===== src/hdl/fb_pkg.sv =====
`default_nettype none

package fb_pkg;

	localparam int PIX_W      = 16;  // one rgb565 pixel
	localparam int BURST_LEN  = 16;  // words per sdram burst
	localparam int FRAME_ROWS = 8;   // bursts per frame
	localparam int FIFO_DEPTH = 64;  // entries per pixel fifo
	localparam int LVL_W      = 7;   // fill level, 0..FIFO_DEPTH
	localparam int ROW_W      = 3;   // row address width
	localparam int CNT_W      = $clog2(BURST_LEN + 1);  // burst word counter

	typedef logic [1:0] bank_t;  // sdram bank number

	// sdram command opcodes
	typedef enum logic {
		MEM_WRITE = 1'b0,
		MEM_READ  = 1'b1
	} mem_op_e;

	// burst scheduler states
	typedef enum logic [1:0] {
		S_IDLE    = 2'd0,  // waiting for a fifo to reach a burst
		S_CMD     = 2'd1,  // command offered to controller
		S_WR_DATA = 2'd2,  // streaming write burst out
		S_RD_DATA = 2'd3   // collecting read burst
	} sched_state_e;

	// camera byte bus
	typedef struct packed {
		logic       vsync;
		logic       href;
		logic [7:0] data;
	} cam_bus_t;

	// command to sdram controller
	typedef struct packed {
		mem_op_e          op;
		bank_t            bank;
		logic [ROW_W-1:0] row;
	} mem_cmd_t;

	typedef struct packed {
		bank_t cam_bank;  // bank being filled by camera
		bank_t vga_bank;  // bank being shown
	} bank_sel_t;

endpackage

`default_nettype wire


===== src/hdl/cam_byte_pack.sv =====
`timescale 1ns/1ps
`default_nettype none

module cam_byte_pack (
	input  wire logic                     clk_133M,
	input  wire logic                     rst_133,
	input  wire fb_pkg::cam_bus_t         cam_i,
	input  wire logic                     cam_valid_i,
	output logic [fb_pkg::PIX_W-1:0]      pix_o,
	output logic                          pix_valid_o
);
	import fb_pkg::*;

	logic                 vsync_d;   // vsync of previous cycle
	logic                 vs_rise;
	logic                 take;      // byte accepted this cycle
	logic                 phase;     // 1 = high byte held, waiting for low
	logic [PIX_W/2-1:0]   hi_byte;

	assign vs_rise = cam_i.vsync && !vsync_d;
	assign take    = cam_valid_i && cam_i.href;

	// byte phase and frame sync edge
	always_ff @(posedge clk_133M or negedge rst_133) begin
		if (!rst_133) begin
			vsync_d     <= 1'b0;
			phase       <= 1'b0;
			pix_valid_o <= 1'b0;
		end else begin
			vsync_d     <= cam_i.vsync;
			pix_valid_o <= take && phase && !vs_rise;  // pixel done on low byte
			if (take) begin
				// a byte on the sync edge itself starts a new pair
				phase <= vs_rise ? 1'b1 : !phase;
			end else if (vs_rise) begin
				phase <= 1'b0;  // realign, next byte is high
			end
		end
	end

	// byte pair assembly
	always_ff @(posedge clk_133M) begin
		if (take && (vs_rise || !phase)) begin
			hi_byte <= cam_i.data;  // high byte first
		end
		if (take && phase && !vs_rise) begin
			pix_o <= {hi_byte, cam_i.data};
		end
	end

endmodule

`default_nettype wire


===== src/hdl/pixel_fifo.sv =====
`timescale 1ns/1ps
`default_nettype none

module pixel_fifo #(
	parameter int DEPTH = fb_pkg::FIFO_DEPTH  // power of two
) (
	input  wire logic                     clk_133M,
	input  wire logic                     rst_133,
	input  wire logic                     clear_i,
	input  wire logic                     push_i,
	input  wire logic [fb_pkg::PIX_W-1:0] din_i,
	input  wire logic                     pop_i,
	output logic [fb_pkg::PIX_W-1:0]      dout_o,
	output logic                          empty_o,
	output logic [fb_pkg::LVL_W-1:0]      level_o
);
	import fb_pkg::*;

	logic [PIX_W-1:0]           mem [DEPTH];
	logic [$clog2(DEPTH)-1:0]   wr_ptr;
	logic [$clog2(DEPTH)-1:0]   rd_ptr;
	logic [LVL_W-1:0]           count;
	logic                       full;
	logic                       do_push;
	logic                       do_pop;

	assign full    = (count == LVL_W'(DEPTH));
	assign empty_o = (count == '0);
	assign level_o = count;
	assign dout_o  = mem[rd_ptr];  // show-ahead read

	assign do_pop  = pop_i && !empty_o;
	assign do_push = push_i && (!full || do_pop);  // full slot frees on same-cycle pop

	always_ff @(posedge clk_133M) begin
		if (do_push) begin
			mem[wr_ptr] <= din_i;
		end
	end

	// pointers wrap naturally at DEPTH
	always_ff @(posedge clk_133M or negedge rst_133) begin
		if (!rst_133) begin
			wr_ptr <= '0;
			rd_ptr <= '0;
			count  <= '0;
		end else if (clear_i) begin
			wr_ptr <= '0;  // drop everything
			rd_ptr <= '0;
			count  <= '0;
		end else begin
			if (do_push) begin
				wr_ptr <= wr_ptr + 1'b1;
			end
			if (do_pop) begin
				rd_ptr <= rd_ptr + 1'b1;
			end
			if (do_push && !do_pop) begin
				count <= count + 1'b1;
			end else if (do_pop && !do_push) begin
				count <= count - 1'b1;
			end
		end
	end

	// camera side cannot stall, so overflow means the scheduler fell behind
	a_no_overflow: assert property (@(posedge clk_133M) disable iff (!rst_133)
		!clear_i && push_i && full |-> pop_i);

	a_no_underflow: assert property (@(posedge clk_133M) disable iff (!rst_133)
		!clear_i && pop_i |-> !empty_o);

endmodule

`default_nettype wire


===== src/hdl/bank_rotator.sv =====
`timescale 1ns/1ps
`default_nettype none

module bank_rotator (
	input  wire logic            clk_133M,
	input  wire logic            rst_133,
	input  wire logic            cam_frame_done_i,
	input  wire logic            vga_frame_start_i,
	output fb_pkg::bank_sel_t    banks_o
);
	import fb_pkg::*;

	bank_t cam_bank;
	bank_t vga_bank;
	bank_t free_bank;  // last complete frame or spare
	logic  fresh;      // free bank holds a frame not yet shown

	always_ff @(posedge clk_133M or negedge rst_133) begin
		if (!rst_133) begin
			cam_bank  <= 2'd1;
			vga_bank  <= 2'd0;
			free_bank <= 2'd2;
			fresh     <= 1'b0;
		end else begin
			if (cam_frame_done_i && vga_frame_start_i) begin
				// both at once: display jumps straight to the frame just finished
				vga_bank  <= cam_bank;
				cam_bank  <= free_bank;
				free_bank <= vga_bank;
				fresh     <= 1'b0;
			end else if (cam_frame_done_i) begin
				cam_bank  <= free_bank;  // camera takes spare
				free_bank <= cam_bank;   // finished frame parked
				fresh     <= 1'b1;
			end else if (vga_frame_start_i && fresh) begin
				vga_bank  <= free_bank;  // show parked frame
				free_bank <= vga_bank;
				fresh     <= 1'b0;
			end
			// start without a fresh frame repeats the old one
		end
	end

	always_comb begin
		banks_o.cam_bank = cam_bank;
		banks_o.vga_bank = vga_bank;
	end

	// a bank is never shared between camera, display and spare
	a_banks_distinct: assert property (@(posedge clk_133M) disable iff (!rst_133)
		cam_bank != vga_bank && cam_bank != free_bank && vga_bank != free_bank);

endmodule

`default_nettype wire


===== src/hdl/burst_scheduler.sv =====
`timescale 1ns/1ps
`default_nettype none

module burst_scheduler (
	input  wire logic                     clk_133M,
	input  wire logic                     rst_133,
	input  wire logic [fb_pkg::LVL_W-1:0] wr_level_i,
	input  wire logic [fb_pkg::PIX_W-1:0] wr_fifo_data_i,
	output logic                          wr_pop_o,
	input  wire logic [fb_pkg::LVL_W-1:0] rd_free_i,
	output logic                          rd_push_o,
	output logic                          rd_clear_o,
	input  wire fb_pkg::bank_sel_t        banks_i,
	output fb_pkg::mem_cmd_t              cmd_o,
	output logic                          cmd_valid_o,
	input  wire logic                     cmd_ready_i,
	output logic [fb_pkg::PIX_W-1:0]      wr_data_o,
	output logic                          wr_valid_o,
	input  wire logic                     wr_ready_i,
	input  wire logic                     rd_valid_i,
	input  wire logic                     frame_start_i,
	output logic                          cam_frame_done_o,
	output logic                          vga_frame_start_o
);
	import fb_pkg::*;

	sched_state_e       state;
	mem_op_e            cmd_op;         // op of the outstanding command
	logic [CNT_W-1:0]   word_cnt;
	logic [CNT_W-1:0]   word_nxt;
	logic [ROW_W-1:0]   wr_row;
	logic [ROW_W-1:0]   rd_row;
	logic               rd_frame_done;  // every row of the display frame read
	logic               fs_pend;        // frame start waiting for read to finish
	logic               fs_req;
	logic               fs_serve;
	logic               rd_busy;
	logic               wr_go;
	logic               rd_go;
	logic               word_beat;
	logic               burst_last;

	assign cmd_valid_o = (state == S_CMD);
	assign wr_valid_o  = (state == S_WR_DATA);
	assign wr_data_o   = wr_fifo_data_i;          // fifo head, popped on handshake
	assign wr_pop_o    = wr_valid_o && wr_ready_i;
	assign rd_push_o   = (state == S_RD_DATA) && rd_valid_i;

	// bank and row only move between commands, so cmd_o holds while stalled
	always_comb begin
		cmd_o.op   = cmd_op;
		cmd_o.bank = (cmd_op == MEM_WRITE) ? banks_i.cam_bank : banks_i.vga_bank;
		cmd_o.row  = (cmd_op == MEM_WRITE) ? wr_row : rd_row;
	end

	assign rd_busy    = (state == S_RD_DATA) || (state == S_CMD && cmd_op == MEM_READ);
	assign fs_req     = fs_pend || frame_start_i;
	assign fs_serve   = fs_req && !rd_busy;
	assign wr_go      = (wr_level_i >= LVL_W'(BURST_LEN));
	assign rd_go      = (rd_free_i >= LVL_W'(BURST_LEN)) && !rd_frame_done && !fs_req;
	assign word_beat  = wr_pop_o || rd_push_o;
	assign word_nxt   = word_cnt + 1'b1;
	assign burst_last = word_beat && (word_nxt == CNT_W'(BURST_LEN));

	always_ff @(posedge clk_133M or negedge rst_133) begin
		if (!rst_133) begin
			state             <= S_IDLE;
			cmd_op            <= MEM_WRITE;
			word_cnt          <= '0;
			wr_row            <= '0;
			rd_row            <= '0;
			rd_frame_done     <= 1'b1;  // no reads before first display frame
			fs_pend           <= 1'b0;
			rd_clear_o        <= 1'b0;
			cam_frame_done_o  <= 1'b0;
			vga_frame_start_o <= 1'b0;
		end else begin
			cam_frame_done_o  <= 1'b0;
			vga_frame_start_o <= fs_serve;
			rd_clear_o        <= fs_serve;  // drop leftovers of last frame
			fs_pend           <= fs_req && !fs_serve;
			if (fs_serve) begin
				rd_row        <= '0;
				rd_frame_done <= 1'b0;
			end
			if (word_beat) begin
				word_cnt <= burst_last ? '0 : word_nxt;
			end
			case (state)
				S_IDLE: begin
					if (wr_go) begin  // writes first, camera cannot wait
						cmd_op <= MEM_WRITE;
						state  <= S_CMD;
					end else if (rd_go) begin
						cmd_op <= MEM_READ;
						state  <= S_CMD;
					end
				end
				S_CMD: begin
					if (cmd_ready_i) begin
						state <= (cmd_op == MEM_WRITE) ? S_WR_DATA : S_RD_DATA;
					end
				end
				S_WR_DATA: begin
					if (burst_last) begin
						state <= S_IDLE;
						if (wr_row == ROW_W'(FRAME_ROWS - 1)) begin
							wr_row           <= '0;
							cam_frame_done_o <= 1'b1;  // whole frame in sdram
						end else begin
							wr_row <= wr_row + 1'b1;
						end
					end
				end
				S_RD_DATA: begin
					if (burst_last) begin
						state <= S_IDLE;
						if (rd_row == ROW_W'(FRAME_ROWS - 1)) begin
							rd_frame_done <= 1'b1;  // wait for next frame start
						end else begin
							rd_row <= rd_row + 1'b1;
						end
					end
				end
				default: state <= S_IDLE;
			endcase
		end
	end

	// bank comes from the rotator, row from the counters
	a_cmd_hold: assert property (@(posedge clk_133M) disable iff (!rst_133)
		cmd_valid_o && !cmd_ready_i |=> cmd_valid_o && $stable(cmd_o));

endmodule

`default_nettype wire


===== src/hdl/frame_buffer_top.sv =====
`timescale 1ns/1ps
`default_nettype none

module frame_buffer_top (
	input  wire logic                     clk_133M,
	input  wire logic                     rst_133,
	// camera
	input  wire fb_pkg::cam_bus_t         cam_i,
	input  wire logic                     cam_valid_i,
	// sdram controller command port
	output fb_pkg::mem_cmd_t              cmd_o,
	output logic                          cmd_valid_o,
	input  wire logic                     cmd_ready_i,
	// burst data
	output logic [fb_pkg::PIX_W-1:0]      wr_data_o,
	output logic                          wr_valid_o,
	input  wire logic                     wr_ready_i,
	input  wire logic [fb_pkg::PIX_W-1:0] rd_data_i,
	input  wire logic                     rd_valid_i,
	// display
	input  wire logic                     frame_start_i,
	output logic [fb_pkg::PIX_W-1:0]      pix_o,
	output logic                          pix_valid_o,
	input  wire logic                     pix_ready_i
);
	import fb_pkg::*;

	logic [PIX_W-1:0]   cam_pix;
	logic               cam_pix_valid;
	logic [PIX_W-1:0]   wr_fifo_dout;
	logic               wr_fifo_pop;
	logic [LVL_W-1:0]   wr_level;
	logic               rd_push;
	logic               rd_clear;
	logic               rd_pop;
	logic               rd_empty;
	logic [LVL_W-1:0]   rd_level;
	logic [LVL_W-1:0]   rd_free;
	logic               cam_frame_done;
	logic               vga_frame_start;
	bank_sel_t          banks;

	assign rd_free     = LVL_W'(FIFO_DEPTH) - rd_level;  // room for read bursts
	assign pix_valid_o = !rd_empty;
	assign rd_pop      = pix_valid_o && pix_ready_i;

	cam_byte_pack cam_byte_pack_i (
		.clk_133M    (clk_133M),
		.rst_133     (rst_133),
		.cam_i       (cam_i),
		.cam_valid_i (cam_valid_i),
		.pix_o       (cam_pix),
		.pix_valid_o (cam_pix_valid)
	);

	// camera pixels waiting for a write burst
	pixel_fifo #(.DEPTH(FIFO_DEPTH)) wr_fifo (
		.clk_133M (clk_133M),
		.rst_133  (rst_133),
		.clear_i  (1'b0),
		.push_i   (cam_pix_valid),
		.din_i    (cam_pix),
		.pop_i    (wr_fifo_pop),
		.dout_o   (wr_fifo_dout),
		.empty_o  (),            // level is enough for burst decisions
		.level_o  (wr_level)
	);

	// display pixels, cleared at each display frame start
	pixel_fifo #(.DEPTH(FIFO_DEPTH)) rd_fifo (
		.clk_133M (clk_133M),
		.rst_133  (rst_133),
		.clear_i  (rd_clear),
		.push_i   (rd_push),
		.din_i    (rd_data_i),
		.pop_i    (rd_pop),
		.dout_o   (pix_o),
		.empty_o  (rd_empty),
		.level_o  (rd_level)
	);

	burst_scheduler burst_scheduler_i (
		.clk_133M          (clk_133M),
		.rst_133           (rst_133),
		.wr_level_i        (wr_level),
		.wr_fifo_data_i    (wr_fifo_dout),
		.wr_pop_o          (wr_fifo_pop),
		.rd_free_i         (rd_free),
		.rd_push_o         (rd_push),
		.rd_clear_o        (rd_clear),
		.banks_i           (banks),
		.cmd_o             (cmd_o),
		.cmd_valid_o       (cmd_valid_o),
		.cmd_ready_i       (cmd_ready_i),
		.wr_data_o         (wr_data_o),
		.wr_valid_o        (wr_valid_o),
		.wr_ready_i        (wr_ready_i),
		.rd_valid_i        (rd_valid_i),
		.frame_start_i     (frame_start_i),
		.cam_frame_done_o  (cam_frame_done),
		.vga_frame_start_o (vga_frame_start)
	);

	bank_rotator bank_rotator_i (
		.clk_133M          (clk_133M),
		.rst_133           (rst_133),
		.cam_frame_done_i  (cam_frame_done),
		.vga_frame_start_i (vga_frame_start),
		.banks_o           (banks)
	);

endmodule

`default_nettype wire


===== config.mk =====
export PLATFORM = sky130hd
export DESIGN_NAME = frame_buffer_top
export DESIGN_NICKNAME = d
export VERILOG_FILES = /design/src/hdl/fb_pkg.sv /design/src/hdl/cam_byte_pack.sv /design/src/hdl/pixel_fifo.sv /design/src/hdl/bank_rotator.sv /design/src/hdl/burst_scheduler.sv /design/src/hdl/frame_buffer_top.sv
export SDC_FILE = /design/constraint.sdc
export NUM_CORES = 2
export LEC_CHECK = 0
export BUFFER_PORTS_ARGS = -buffer_cell sky130_fd_sc_hd__buf_2
export CAP_MARGIN = 20
export CORE_UTILIZATION = 68
export DETAILED_ROUTE_END_ITERATION = 12
export PLACE_DENSITY = 0.88
export SETUP_SLACK_MARGIN = 0.15
export SLEW_MARGIN = 0
export SYNTH_ARGS = -nofsm -noshare
export SYNTH_HDL_FRONTEND = slang
export SYNTH_SLANG_ARGS = --single-unit

===== constraint.sdc =====
create_clock -name clk_133M -period 6.2 [get_ports clk_133M]
set_input_delay 1.24 -clock clk_133M [delete_from_list [all_inputs] [get_ports clk_133M]]
set_output_delay 1.24 -clock clk_133M [all_outputs]
set_load 0.02 [all_outputs]

==> impl_metrics.csv <==
group,metric,value,unit
timing,fin_tns_setup,0,ps
floorplanning,rows,127,
global_route,grtUsageTotal,38.6,%
timing,period_share,96.8,%
synth,synth.top_cells.by_count,"edfxtp_1, mux4_2, mux2i_1",
clock_network,cts_root_buffer,"clkbuf_16",
pwr,cellPowerDensity,411,nW/um^2
floorplanning,start_util,68.9,%
layout,postLayoutCoreUtil,76.8,%
global_route,grt_pass1_vias,45562,
layout,layout.nets,4286,
min_path,hp-class,"reg2reg",
drt,drt_wl_total,236,mm
synth,ys_seq_area_share,77.1,%
critical_path,crit_chain,"or3b_2 > o22ai_1 > a211oi_1 > a22oi_1 > and3_1 > buf_2",
job,maxCapViolCount,0,
timing,whs,419,ps
synth,synthDistinctLibCells,73,
timing,drv_slew,0,
layout,final_layout_size_suffix_gt1_share,24.2,%
placed_design,io_buffers,74,
synth,syn-num-nets,4004,
clock_network,htree_levels,4,
critical_path,crit_path_end_kind,"output pin",
floorplanning,core_area,120000,um^2
layout,design_area,92400,um^2
drt,wire_per_inst,39.2,um
critical_path,setup.worst_path.start_class,"flip-flop",
floorplanning,die_w,351,um
critical_path,cp_slowest_cell,"a211oi_1",
global_route,grt_max_degree,95,
drt,drtIter0Drc,8356,
global_route,antenna_found_initial,8,
layout,fillers,5573,
critical_path,worstPathBufferInverterCount,1,
timing,fmax,0.167,GHz
synth,synth_edf_count,2072,
clock_network,path_clk_slew,70,ps
timing,finalHoldViolCount,0,
pwr,p_leak,29.8,nW
timing,tightestPinTransition,1190,ps
timing,fin_skew,31.1,ps
timing,fin_crit,6000,ps
clock_network,post-cts-setup-buffers,0,
status,status,"complete, no violations",
global_route,grt_remaining_overflow,0,
critical_path,cpPeakStageDelay,970,ps
critical_path,worstPathRequired,4960,ps
layout,area_growth_syn_to_layout,11.5,%
pwr,ir_drop,0.000415,V
synth,synth_async_sr_flop_share,3.09,%
synth,yosysWarnings,0,
critical_path,cp_top_family,"compound AO/OA/AOI/OAI gates",
clock_network,cts_buffer_depth,3,
clock_network,cts_tree,"built",
drt,viasPerCell,7.67,
critical_path,path_class,"reg2out",
critical_path,cp.arrival,4760,ps
clock_network,clock_latency,860,ps
synth,ys.flop_type,"edfxtp_1",
timing,max_slew_margin,18.7,%
synth,syn_area,82800,um^2
critical_path,cp_max_fo,34,
global_route,grt_pass1_wl,329,mm
synth,synth_seq_cells,2138,
synth,yosysMostFrequentCell,"edfxtp_1",
drt,ant_nets,0,
placed_design,hpwlAfterDp,123,mm
drt,dr.pass1.iters,9,
synth,yosys-top-cells-area,"edfxtp_1, mux4_2, mux2i_1",
clock_network,cts_resized,0,
synth,synth_top_area_cell,"edfxtp_1",
placed_design,gp_congestion,0.938,
placed_design,postPlaceCellArea,85800,um^2
drt,num_vias,46116,
floorplanning,ios,75,
clock_network,cts_made_buffers,196,
synth,yosys.area.top_type_share,75.1,%
floorplanning,die_area,123000,um^2
synth,syn_avg_cell_area,21.0,um^2
synth,synthCells,3946,
pwr,finalPower,38.0,mW
clock_network,hold_buffers,0,
floorplanning,die_y,351,um
clock_network,cts_sinks,2138,
drt,drc,0,
timing,rsz0062_at_grt,"false",
timing,setup_viol,0,
## path summary, 6_finish.rpt
path                                             from                  endpoint  slack (ps)  depth (start not counted)
setup / recovery                    wr_fifo.rd_ptr[1]              wr_data_o[0]         200                          6
hold reg to reg            cam_byte_pack_i.hi_byte[1]  cam_byte_pack_i.pix_o[9]         420                          0
min in group asynchronous                     rst_133         rd_fifo.rd_ptr[2]         590                          1
setup reg to reg           burst_scheduler_i.state[1]        wr_fifo.mem[42][9]        2280                          6
max in group asynchronous                     rst_133         wr_fifo.rd_ptr[2]        4810                          1
hold / removal             cam_byte_pack_i.hi_byte[1]  cam_byte_pack_i.pix_o[9]         420                          0
## layer usage
metal	GRT usage, %	vias up	wire length (um)
met5	0	-	85
met4	24.0	14	19600
met3	9.66	1239	30900
met2	63.3	5076	115000
met1	46.5	22778	70100
li1	-	17009	-
## area by class of cell
type                            count  area [um^2]  area share, %
Timing Repair Buffer              306         2450           2.65
Sequential cell                  2138        63900           69.2
Inverter                           24         90.1         0.0975
Antenna cell                        2         5.00        0.00542
Tap cell                         1612         2020           2.18
Multi-Input combinational cell   1562        17700           19.1
Clock inverter                    109         1010           1.10
Clock buffer                      258         5240           5.67
## layout by cell type (no fill, tap or decap), types with 35 or more instances in the layout
master | Yosys | routed
clkbuf_1 | 83 | 52
buf_4 | 29 | 206
clkbuf_16 | 0 | 196
mux2i_1 | 238 | 238
a22o_1 | 36 | 36
a211oi_1 | 50 | 50
o22ai_1 | 57 | 57
nor2_1 | 187 | 179
mux4_2 | 419 | 419
a21oi_1 | 66 | 66
o221ai_1 | 40 | 40
a22oi_1 | 89 | 89
clkinv_1 | 1 | 37
buf_2 | 53 | 73
edfxtp_1 | 2072 | 2072
dfrtp_1 | 63 | 58
clkinv_2 | 0 | 35
nand2_1 | 71 | 71
## cell families after synthesis
group                      share of synthesized area [%]
xor gates and xnor gates                           0.275
DFF                                                 77.1
muxes                                               14.5
and+or+nand+nor                                     2.26
AOI/OAI and AO/OA                                   3.84
adders and majority gates                          0.381
buffers and inverters                               1.63
## sequential cells by signal, indices dropped and copies added (netlist names), 3 cells and up
register                    cells
burst_scheduler_i.rd_row        3
burst_scheduler_i.word_cnt      5
cam_byte_pack_i.pix_o          16
rd_fifo.wr_ptr                  6
rd_fifo.level_o                 7
wr_fifo.rd_ptr                  6
rd_fifo.mem                  1024
cam_byte_pack_i.hi_byte         8
wr_fifo.level_o                 7
burst_scheduler_i.wr_row        3
wr_fifo.wr_ptr                  6
wr_fifo.mem                  1024
rd_fifo.rd_ptr                  6
## per-stage QoR
step	setup WS, ps	instances
global placement	1260	5628
finish	199	6011
floorplan	2590	3946
detailed placement	1180	5628
CTS	179	5995
global route	315	6009
## worst reg2reg max path: cells and delay by family, from the launching register on
family          cells  cell delay [ps]
flops               1              550
simple gates        4             2210
compound gates      1              470
buf+inv             1              370
## power by group
part / internal, mW / total (mW) / switching, mW
logic: 3.77 / 9.46 / 5.69
clock network: 6.53 / 12.0 / 5.49
registers: 16.0 / 16.5 / 0.479
total: 26.3 / 38.0 / 11.7
Power figures use the tool's default switching activity.
